==> src/include/hx8352_cfg.svh <==
`ifndef HX8352_CFG_SVH
`define HX8352_CFG_SVH

// write strobe shape in clock cycles
`define HX_WR_LOW_CYCLES 2
`define HX_WR_HIGH_CYCLES 2

// clock cycles per delay tick
`define HX_DELAY_PRESCALE 4

// panel reset pulse and settle time, in ticks
`define HX_RST_LOW_TICKS 50
`define HX_RST_WAIT_TICKS 60

// memory write command, opens the pixel stream
`define HX_CMD_MEM_WRITE 8'h22

// entries in the init table, INIT_END included
`define HX_INIT_LEN 18

`endif

==> src/hw/hx8352_pkg.sv <==
`default_nettype none

package hx8352_pkg;

	typedef logic [15:0] lcd_word_t;
	typedef logic [7:0] lcd_cmd_t;
	typedef logic [15:0] delay_t;

	// one request to the bus writer, rs low selects a command
	typedef struct packed {
		logic rs;
		lcd_word_t word;
	} bus_req_t;

	// panel pins, strobes are active low
	typedef struct packed {
		logic cs_n;
		logic rst_n;
		logic rs;
		logic wr_n;
		lcd_word_t data;
	} lcd_pins_t;

	typedef enum logic [1:0] {
		INIT_CMD = 2'd0,
		INIT_DATA = 2'd1,
		INIT_DELAY = 2'd2,
		INIT_END = 2'd3
	} init_kind_t;

	// for INIT_DELAY the word holds the tick count
	typedef struct packed {
		init_kind_t kind;
		lcd_word_t word;
	} init_entry_t;

	typedef enum logic [3:0] {
		MS_RESET,
		MS_RST_LOW,
		MS_RST_WAIT,
		MS_INIT,
		MS_IDLE,
		MS_PIX_START,
		MS_CMD,
		MS_CMD_WAIT,
		MS_PIX_WAIT,
		MS_PIX_BUSY
	} main_state_t;

	typedef enum logic [2:0] {
		IS_IDLE,
		IS_FETCH,
		IS_BUS_WAIT,
		IS_DELAY_WAIT,
		IS_DONE
	} init_state_t;

	typedef enum logic [1:0] {
		BW_IDLE,
		BW_LOW,
		BW_HIGH
	} bus_state_t;

endpackage

`default_nettype wire

==> src/hw/hx8352_bus_writer.sv <==
`timescale 1ns/10ps
`default_nettype none
`include "hx8352_cfg.svh"

module hx8352_bus_writer
	import hx8352_pkg::*;
(
	input logic clk,
	input logic rst,
	input logic bus_step,
	input bus_req_t bus_req,
	output logic bus_done,
	output logic rs,
	output logic wr_n,
	output lcd_word_t data
);

	localparam logic [3:0] LOW_LAST = 4'(`HX_WR_LOW_CYCLES - 1);
	localparam logic [3:0] HIGH_LAST = 4'(`HX_WR_HIGH_CYCLES - 1);

	bus_state_t state;
	logic [3:0] phase;

	// last cycle of the high phase
	assign bus_done = (state == BW_HIGH) && (phase == HIGH_LAST);

	always_ff @(posedge clk or posedge rst) begin
		if (rst) begin
			state <= BW_IDLE;
			phase <= '0;
			wr_n <= 1'b1;
		end else begin
			case (state)
				BW_IDLE: begin
					if (bus_step) begin
						state <= BW_LOW;
						phase <= '0;
						wr_n <= 1'b0;
					end
				end
				BW_LOW: begin
					if (phase == LOW_LAST) begin
						// panel latches on this rising edge
						state <= BW_HIGH;
						phase <= '0;
						wr_n <= 1'b1;
					end else begin
						phase <= phase + 4'd1;
					end
				end
				BW_HIGH: begin
					if (phase == HIGH_LAST)
						state <= BW_IDLE;
					else
						phase <= phase + 4'd1;
				end
				default: state <= BW_IDLE;
			endcase
		end
	end

	// rs and data held for the whole cycle
	always_ff @(posedge clk) begin
		if (state == BW_IDLE && bus_step) begin
			rs <= bus_req.rs;
			data <= bus_req.word;
		end
	end

endmodule

`default_nettype wire

==> src/hw/hx8352_ctrl_top.sv <==
`timescale 1ns/10ps
`default_nettype none

module hx8352_ctrl_top
	import hx8352_pkg::*;
(
	input logic clk,
	input logic rst,
	input logic pixel_step,
	input lcd_word_t pixel_data,
	output lcd_pins_t lcd,
	output logic init_done,
	output logic pixel_ready
);

	bus_req_t bus_req;
	logic bus_step;
	logic bus_done;
	delay_t delay_value;
	logic delay_step;
	logic delay_done;
	logic cs_n;
	logic rst_n;
	logic rs;
	logic wr_n;
	lcd_word_t data;

	hx8352_main_fsm u_main_fsm (
		.clk(clk),
		.rst(rst),
		.bus_done(bus_done),
		.delay_done(delay_done),
		.pixel_step(pixel_step),
		.pixel_data(pixel_data),
		.init_done(init_done),
		.bus_step(bus_step),
		.delay_step(delay_step),
		.cs_n(cs_n),
		.rst_n(rst_n),
		.pixel_ready(pixel_ready),
		.bus_req(bus_req),
		.delay_value(delay_value)
	);

	hx8352_bus_writer u_bus_writer (
		.clk(clk),
		.rst(rst),
		.bus_step(bus_step),
		.bus_req(bus_req),
		.bus_done(bus_done),
		.rs(rs),
		.wr_n(wr_n),
		.data(data)
	);

	hx8352_delay_timer u_delay_timer (
		.clk(clk),
		.rst(rst),
		.delay_step(delay_step),
		.delay_value(delay_value),
		.delay_done(delay_done)
	);

	assign lcd = '{cs_n: cs_n, rst_n: rst_n, rs: rs, wr_n: wr_n, data: data};

endmodule

`default_nettype wire

==> src/hw/hx8352_delay_timer.sv <==
`timescale 1ns/10ps
`default_nettype none
`include "hx8352_cfg.svh"

module hx8352_delay_timer
	import hx8352_pkg::*;
(
	input logic clk,
	input logic rst,
	input logic delay_step,
	input delay_t delay_value,
	output logic delay_done
);

	localparam int PRE_W = $clog2(`HX_DELAY_PRESCALE + 1);
	localparam logic [PRE_W-1:0] PRE_LAST = PRE_W'(`HX_DELAY_PRESCALE - 1);

	logic active;
	logic [PRE_W-1:0] pre;
	delay_t ticks;

	// fires on the end of the last tick, zero counts as one tick
	assign delay_done = active && (pre == '0) && (ticks <= delay_t'(1));

	always_ff @(posedge clk or posedge rst) begin
		if (rst) begin
			active <= 1'b0;
			pre <= '0;
			ticks <= '0;
		end else if (delay_step) begin
			// restart even if a count is running
			active <= 1'b1;
			pre <= PRE_LAST;
			ticks <= delay_value;
		end else if (active) begin
			if (pre == '0) begin
				pre <= PRE_LAST;
				if (ticks <= delay_t'(1))
					active <= 1'b0;
				else
					ticks <= ticks - delay_t'(1);
			end else begin
				pre <= pre - 1'b1;
			end
		end
	end

endmodule

`default_nettype wire

==> src/hw/hx8352_lcd_init.sv <==
`timescale 1ns/10ps
`default_nettype none
`include "hx8352_cfg.svh"

module hx8352_lcd_init
	import hx8352_pkg::*;
(
	input logic clk,
	input logic rst,
	input logic step,
	input logic bus_done,
	input logic delay_done,
	output logic bus_step,
	output logic delay_step,
	output logic done,
	output bus_req_t bus_req,
	output delay_t delay_value
);

	localparam int PC_W = $clog2(`HX_INIT_LEN);

	function automatic init_entry_t cmd_entry(input lcd_cmd_t c);
		return '{kind: INIT_CMD, word: {8'h00, c}};
	endfunction

	function automatic init_entry_t data_entry(input lcd_word_t w);
		return '{kind: INIT_DATA, word: w};
	endfunction

	function automatic init_entry_t delay_entry(input delay_t d);
		return '{kind: INIT_DELAY, word: d};
	endfunction

	// panel power-up table
	function automatic init_entry_t rom_entry(input logic [PC_W-1:0] idx);
		init_entry_t e;
		case (idx)
			0: e = cmd_entry(8'h83);
			1: e = data_entry(16'h0002);
			2: e = delay_entry(16'd5);
			3: e = cmd_entry(8'h85);
			4: e = data_entry(16'h0003);
			5: e = cmd_entry(8'h8B);
			6: e = data_entry(16'h0001);
			7: e = cmd_entry(8'h8C);
			8: e = data_entry(16'h0093);
			9: e = cmd_entry(8'h91);
			10: e = data_entry(16'h0001);
			11: e = delay_entry(16'd10);
			// display on, gate first then source
			12: e = cmd_entry(8'h28);
			13: e = data_entry(16'h0038);
			14: e = delay_entry(16'd10);
			15: e = cmd_entry(8'h28);
			16: e = data_entry(16'h003C);
			default: e = '{kind: INIT_END, word: '0};
		endcase
		return e;
	endfunction

	init_state_t state;
	logic [PC_W-1:0] pc;
	init_entry_t entry;

	assign entry = rom_entry(pc);

	always_ff @(posedge clk or posedge rst) begin
		if (rst) begin
			state <= IS_IDLE;
			pc <= '0;
			bus_step <= 1'b0;
			delay_step <= 1'b0;
			done <= 1'b0;
		end else begin
			bus_step <= 1'b0;
			delay_step <= 1'b0;
			case (state)
				IS_IDLE: begin
					if (step) begin
						pc <= '0;
						state <= IS_FETCH;
					end
				end
				IS_FETCH: begin
					case (entry.kind)
						INIT_CMD, INIT_DATA: begin
							bus_step <= 1'b1;
							state <= IS_BUS_WAIT;
						end
						INIT_DELAY: begin
							delay_step <= 1'b1;
							state <= IS_DELAY_WAIT;
						end
						default: begin
							done <= 1'b1;
							state <= IS_DONE;
						end
					endcase
				end
				IS_BUS_WAIT: begin
					if (bus_done) begin
						pc <= pc + 1'b1;
						state <= IS_FETCH;
					end
				end
				IS_DELAY_WAIT: begin
					if (delay_done) begin
						pc <= pc + 1'b1;
						state <= IS_FETCH;
					end
				end
				// one pass only
				IS_DONE: state <= IS_DONE;
				default: state <= IS_IDLE;
			endcase
		end
	end

	// request payload, valid alongside the step pulses
	always_ff @(posedge clk) begin
		if (state == IS_FETCH) begin
			bus_req.rs <= (entry.kind == INIT_DATA);
			bus_req.word <= entry.word;
			delay_value <= delay_t'(entry.word);
		end
	end

endmodule

`default_nettype wire

==> src/hw/hx8352_main_fsm.sv <==
`timescale 1ns/10ps
`default_nettype none
`include "hx8352_cfg.svh"

module hx8352_main_fsm
	import hx8352_pkg::*;
(
	input logic clk,
	input logic rst,
	input logic bus_done,
	input logic delay_done,
	input logic pixel_step,
	input lcd_word_t pixel_data,
	output logic init_done,
	output logic bus_step,
	output logic delay_step,
	output logic cs_n,
	output logic rst_n,
	output logic pixel_ready,
	output bus_req_t bus_req,
	output delay_t delay_value
);

	localparam lcd_cmd_t MEM_WRITE = `HX_CMD_MEM_WRITE;

	main_state_t state;
	logic init_step;
	logic init_bus_step;
	logic init_delay_step;
	bus_req_t init_bus_req;
	delay_t init_delay_value;
	logic bus_step_q;
	logic delay_step_q;
	bus_req_t bus_req_q;
	delay_t delay_value_q;

	hx8352_lcd_init u_lcd_init (
		.clk(clk),
		.rst(rst),
		.step(init_step),
		.bus_done(bus_done),
		.delay_done(delay_done),
		.bus_step(init_bus_step),
		.delay_step(init_delay_step),
		.done(init_done),
		.bus_req(init_bus_req),
		.delay_value(init_delay_value)
	);

	assign pixel_ready = (state == MS_PIX_WAIT);

	always_ff @(posedge clk or posedge rst) begin
		if (rst) begin
			state <= MS_RESET;
			init_step <= 1'b0;
			bus_step_q <= 1'b0;
			delay_step_q <= 1'b0;
			cs_n <= 1'b1;
			rst_n <= 1'b1;
		end else begin
			case (state)
				MS_RESET: begin
					rst_n <= 1'b0;
					delay_step_q <= 1'b1;
					state <= MS_RST_LOW;
				end
				MS_RST_LOW: begin
					delay_step_q <= 1'b0;
					if (delay_done) begin
						rst_n <= 1'b1;
						delay_step_q <= 1'b1;
						state <= MS_RST_WAIT;
					end
				end
				MS_RST_WAIT: begin
					delay_step_q <= 1'b0;
					if (delay_done) begin
						cs_n <= 1'b0;
						init_step <= 1'b1;
						state <= MS_INIT;
					end
				end
				MS_INIT: begin
					init_step <= 1'b0;
					if (init_done)
						state <= MS_IDLE;
				end
				// short deselect between init and the pixel stream
				MS_IDLE: begin
					cs_n <= 1'b1;
					state <= MS_PIX_START;
				end
				MS_PIX_START: begin
					cs_n <= 1'b0;
					state <= MS_CMD;
				end
				MS_CMD: begin
					bus_step_q <= 1'b1;
					state <= MS_CMD_WAIT;
				end
				MS_CMD_WAIT: begin
					bus_step_q <= 1'b0;
					if (bus_done)
						state <= MS_PIX_WAIT;
				end
				MS_PIX_WAIT: begin
					if (pixel_step) begin
						bus_step_q <= 1'b1;
						state <= MS_PIX_BUSY;
					end
				end
				MS_PIX_BUSY: begin
					bus_step_q <= 1'b0;
					if (bus_done)
						state <= MS_PIX_WAIT;
				end
				default: state <= MS_RESET;
			endcase
		end
	end

	always_ff @(posedge clk) begin
		case (state)
			MS_RESET: delay_value_q <= delay_t'(`HX_RST_LOW_TICKS);
			MS_RST_LOW: begin
				if (delay_done)
					delay_value_q <= delay_t'(`HX_RST_WAIT_TICKS);
			end
			MS_CMD: bus_req_q <= '{rs: 1'b0, word: {8'h00, MEM_WRITE}};
			MS_PIX_WAIT: begin
				if (pixel_step)
					bus_req_q <= '{rs: 1'b1, word: pixel_data};
			end
			default: ;
		endcase
	end

	// sequencer owns the bus and the timer only during init
	always_comb begin
		case (state)
			MS_INIT: begin
				bus_step = init_bus_step;
				bus_req = init_bus_req;
				delay_step = init_delay_step;
				delay_value = init_delay_value;
			end
			default: begin
				bus_step = bus_step_q;
				bus_req = bus_req_q;
				delay_step = delay_step_q;
				delay_value = delay_value_q;
			end
		endcase
	end

endmodule

`default_nettype wire

==> config.mk <==
export PLATFORM = sky130hd
export DESIGN_NAME = hx8352_ctrl_top
export DESIGN_NICKNAME = d
export VERILOG_FILES = /design/src/hw/hx8352_pkg.sv /design/src/hw/hx8352_bus_writer.sv /design/src/hw/hx8352_ctrl_top.sv /design/src/hw/hx8352_delay_timer.sv /design/src/hw/hx8352_lcd_init.sv /design/src/hw/hx8352_main_fsm.sv
export VERILOG_INCLUDE_DIRS = /design/src /design/src/include
export SDC_FILE = /design/constraint.sdc
export NUM_CORES = 1
export LEC_CHECK = 0
export BUFFER_PORTS_ARGS = -buffer_cell sky130_fd_sc_hd__buf_2
export CORE_MARGIN = 4
export CORE_UTILIZATION = 55
export CTS_CLUSTER_DIAMETER = 150
export CTS_CLUSTER_SIZE = 30
export DETAILED_ROUTE_END_ITERATION = 6
export PLACE_DENSITY = 0.74
export SYNTH_ARGS = -nofsm -noshare
export SYNTH_HDL_FRONTEND = slang
export SYNTH_SLANG_ARGS = --single-unit
==> constraint.sdc <==
create_clock -name clk -period 2.8 [get_ports clk]
set_input_delay 0.14 -clock clk [delete_from_list [all_inputs] [get_ports clk]]
set_output_delay 0.14 -clock clk [all_outputs]
set_load 0.02 [all_outputs]
; ---- Yosys cells after proc, flatten, opt, wreduce, memory -nomap -nowiden
; Memory sizes are Yosys's and may differ from the RTL's.
; Cells that the tools add are included.
[word_totals]
mem_count = 1
regBits = 114
rom_bits = 288
elab_cells = 156
out_inout_bits = 22
in_bits = 19
[classes]
n_reduce_logical = 36
muxes = 58
addsub = 4
order_cmp = 1
n_bitwise = 1
n_eq_ne = 31
[memory_table]
columns = name, depth, width, rd, rd_clocked_by_memory_dff, write_ports, line_no
row1 = (name not given), 32, 9, 1, 0, 0, hx8352_lcd_init.sv:37  ; case (idx)
[op_table]
columns = operator, n
row1 = $mux 16, 6
row2 = $pmux 4 s9, 1
row3 = $mux 17, 2
row4 = $pmux 17 s2, 1
row5 = $mux 4, 8
row6 = $pmux 16 s2, 1
row7 = $mux 3, 6
row8 = $ne 2x2->1 const B, 9
row9 = $eq 4x3->1 const B, 4
row10 = $le 16x1->1 const B, 1
row11 = $mux 1, 16
row12 = $sub 16x1->16 const B, 1
row13 = $mux 5, 3
row14 = $pmux 3 s5, 1
row15 = $pmux 5 s3, 1
row16 = $reduce_and 3->1, 5
row17 = $reduce_bool 3->1, 5
row18 = $pmux 4 s3, 1
row19 = $reduce_and 2->1, 6
row20 = $reduce_bool 2->1, 6
row21 = $pmux 1 s3, 3
row22 = $eq 4x1->1 const B, 2
row23 = $eq 4x2->1 const B, 2
row24 = $eq 4x4->1 const B, 2
row25 = other kinds (22), 38

; ---- Longest topological paths before layout
[logic_depth]
word_depth = 5
mapped_depth = 8
depth_no_buf = 7

; ---- By module
; A second synthesis with hierarchy kept.
[unflattened]
hier_cells = 500
area_unflattened_um2 = 5236.3
[by_module_without_submodules]
columns = mod, cells_per_inst, area_per_inst_um2, n_inst, seq_area_each_um2
row1 = hx8352_main_fsm, 153, 1639.1, 1, 798.3
row2 = hx8352_lcd_init, 138, 1300.0, 1, 515.5
row3 = hx8352_delay_timer, 137, 1271.2, 1, 500.5
row4 = hx8352_bus_writer, 68, 996.0, 1, 686.9
row5 = hx8352_ctrl_top, 4, 30.0, 1, 0.0

; ---- Worst setup path before layout
; Ideal clock, no wire load.
[synth_path]
path_type = reg2reg
from = reg u_main_fsm.state[0]
to = reg u_bus_writer.data[0], enable pin
path_buffers = 2
setup_ns = 0.390
required_ns = 2.410
setup_slack_ns = 0.590
stages_incl_launch_ff = 6
t_arrival_ns = 1.819
cell_sequence = dfrtp_1 > clkbuf_1 > nor4bb_1 > buf_2 > mux2i_1 > nor2_1
[synth_between]
elab_chain_cells = 3
[synth_lines]
columns = element, line_no
row1 = "start, declared", hx8352_main_fsm.sv:26  ; main_state_t state;
row2 = "start signal, assigned", hx8352_main_fsm.sv:54  ; state <= MS_RESET;
row3 = "start signal, assigned", hx8352_main_fsm.sv:65  ; state <= MS_RST_LOW;
row4 = "start signal, assigned", hx8352_main_fsm.sv:72  ; state <= MS_RST_WAIT;
row5 = $eq 4x2->1, hx8352_main_fsm.sv:140  ; case (state)
row6 = $mux 1, hx8352_main_fsm.sv:140
row7 = $logic_and 1x1->1, hx8352_bus_writer.sv:64  ; if (state == BW_IDLE && bus_step) begin
row8 = "end signal, assigned", hx8352_bus_writer.sv:66  ; data <= bus_req.word;
row9 = "end, declared", hx8352_bus_writer.sv:15  ; output lcd_word_t data
; No other way between the ends.
; A chain may end at the register's enable or synchronous reset.

; ---- Worst setup path after layout
[layout_path]
from = reg u_main_fsm.state[1]
to = reg u_bus_writer.data[4], enable pin
; The elaborated chain is that of the path after synthesis.

==> impl_metrics.toml <==
[detailed_routing]
drc = 0
dr.pass1.iters = 4
wl_per_cell_um = 15.98
route.final.wire_length_mm = 9.826
drt-initial-drc-count = 130
via_count = 3627
ant_nets = 0
viasPerCell = 5.898

[critical_path]
critical_path.endpoint = "u_bus_writer.data[4]$_DFFE_PP_"
crit_type = "reg -> reg"
startpoint_type = "flip-flop"
crit_required_ns = 2.91
path_cells = "nor4bb_4 -> buf_4 -> mux2i_1 -> nor2_1 -> buf_4"
slowest_stage = "dfrtp_1"
rrSetupSlack_ns = 0.41
critPathCaptureType = "flip-flop"
r2r_start = "u_main_fsm.state[1]$_DFFE_PP0P_"
crit_start = "u_main_fsm.state[1]$_DFFE_PP0P_"
r2r_cells = 5
crit_top_cell = "buf_4"
path_max_fanout = 25
r2r_end = "u_bus_writer.data[4]$_DFFE_PP_"
slowest_delay_ns = 0.62
crit_arrival_ns = 2.50

[clock_tree]
clock_sinks = 91
post_cts_buffers = 0
cts_tree = "done"
cts_buffer_depth = 2
clock_latency_ns = 0.37
clkTransAtPathRegs_ns = 0.10
cts-root-buf = "clkbuf_8"
htree_levels = 3
ctsHoldBuffers = 0
numCtsBuffers = 9
cts-resized-gates = 0

[timing]
finalSetupViolCount = 0
slew_headroom_pct = 32.80
rsz0062_at_grt = "false"
finalSetupTns_ns = 0
hold_violations = 0
fin_skew_ns = 0.01285
maxSlewViolCount = 0
fin_crit_ns = 2.388
max_freq_ghz = 0.4188
period_share_pct = 85.28
worstMarginPinSlew_ns = 1.007

[job]
drv_cap = 0

[die]
fp.dieH_um = 101.5
die_w_um = 101.5
io_pins = 41
coreArea_mm2 = 0.008382
initial_core_util_pct = 57.41
dieArea_mm2 = 0.01031
num_rows = 33

[hold_path]
hp-class = "in -> async"

[synth]
synth_top_area_share_pct = 27.46
synth_edf_count = 44
netlist_area_mm2 = 0.004812
synth_area_leaders = "edfxtp_1 27%, dfrtp_1 23%, ha_1 4.7%"
ys_seq_elements = 91
yosysSeqAreaShare_pct = 51.98
ys_warn_count = 0
synth_flop_cell = "edfxtp_1"
syn-num-nets = 507
ys_types = 70
async_flop_share_pct = 51.65
avgSynthCellArea_um2 = 10.24
synth_top_area_cell = "edfxtp_1"
synthCells = 470

[layout]
register_area_mm2 = 0.002501
drive_above_1_share_pct = 17.06
antenna_cells = 0
area_growth_pct = 9.594
fillers = 687
layout_commonest_cell = "nand2_1"
final_nets = 542
multiInputGateArea_mm2 = 0.002106
layout_common_cells = "56 x nand2_1, 44 x edfxtp_1, 44 x dfrtp_1"
final_core_util_pct = 62.92

[global_routing]
antenna_found_initial = 0
grt_pass1_wl_mm = 16.50
gr-total-overflow = 0
gr-usage-all-layers_pct = 20.22
grt_max_degree = 48
grt_pass1_vias = 3444

[placed_design]
place.gp.congestion = 0.8524
io_buffer_count = 40
dp_hpwl_mm = 7.048

[power_and_ir_drop]
power_leakage_uw = 0.002302
ir_worst_vdd_mv = 0.2491
p_per_area_mw_per_mm2 = 428.6

[outcome]
status = "finished, final reports clean"
Yosys cell counts, types with 12 or more instances:
library cell / count
dfrtp_1: 44
and3_1: 18
nor2_1: 42
o21ai_0: 19
nor2b_1: 14
inv_1: 24
edfxtp_1: 44
clkbuf_1: 14
ha_1: 18
nand3_1: 17
a21oi_1: 22
nand2_1: 56
nor3_1: 12
per-stage QoR:
step | power [uW] | cell area [um^2] | hold slack (ns) | worst slack [ns] | std cells
floorplan | 1429 | 4812 | 0.3179 | 0.5905 | 470
global placement | 1446 | 5089 | 0.4106 | 0.5374 | 599
detailed placement | 1447 | 5089 | 0.4170 | 0.4542 | 599
CTS | 2275 | 5274 | 0.03517 | 0.4397 | 615
global route | 2331 | 5274 | 0.05169 | 0.2791 | 615
finish | 2260 | 5274 | 0.004144 | 0.4121 | 615
layer usage:
metal / vias up / global-route usage (%) / routed length, um
met1: 1761 / 29.41 / 4532
met4: 0 / 6.748 / 129
met5: - / 0 / 0
met2: 93 / 31.69 / 4700
met3: 12 / 2.410 / 464
li1: 1761 / - / -
worst min path at each step:
stage | slack [ns] | end | start | depth (start not counted)
global placement | 0.41 | u_main_fsm.bus_req_q[1]$_SDFFCE_PN1P_ | pixel_data[1] | 2
floorplan | 0.32 | u_main_fsm.bus_req_q[1]$_SDFFCE_PN1P_ | pixel_data[1] | 1
CTS | 0.04 | u_main_fsm.state[1]$_DFFE_PP0P_ | rst | 2
detailed placement | 0.42 | u_main_fsm.bus_req_q[1]$_SDFFCE_PN1P_ | pixel_data[1] | 2
finish | 0.004 | u_delay_timer.ticks[11]$_DFFE_PP0P_ | rst | 2
global route | 0.05 | u_main_fsm.bus_req_q[1]$_SDFFCE_PN1P_ | pixel_data[1] | 2
power by group:
part           leakage [uW]  switching, uW  internal, uW  total [uW]
Sequential          0.00103              0          1390        1390
Clock             0.0000898            505           339         844
Combinational       0.00119           17.2          8.97        26.2
Total               0.00230            522          1740        2260
cell type report:
type	count	area share, %
sequential	91	47.43
timing repair buffer	48	4.935
clock inverter	7	1.163
clock buffer	9	2.349
multi-input combinational	331	39.93
tap	105	2.491
inverter	24	1.708
kinds of logic (layout without fill, tap and decap cells):
group	count (synthesis)	count (layout)	synth area share, %
AO/OA/AOI/OAI	89	89	12.09
XOR/XNOR	12	12	2.184
adder cells (fa/ha/maj)	18	18	4.680
buffers and inverters	48	88	4.576
flip-flops	91	91	51.98
multiplexers	12	12	2.574
AND/OR/NAND/NOR	200	200	21.92
sequential cells by signal, summed over array words and instances, names as in the netlist, 4 cells and up:
register	flops
u_main_fsm.u_lcd_init.pc	5
u_bus_writer.phase	4
u_bus_writer.data	16
u_main_fsm.bus_req_q	17
u_main_fsm.u_lcd_init.delay_value	7
u_main_fsm.state	4
u_delay_timer.ticks	16
critical path, delay by kind of cell, from the launching register on:
| family | cells | cell delay, ns |
|---|---|---|
| simple gates | 2 | 0.50 |
| mux | 1 | 0.46 |
| buf+inv | 2 | 0.56 |
| flops | 1 | 0.62 |
Note: power is estimated with default switching activity, not from simulation.
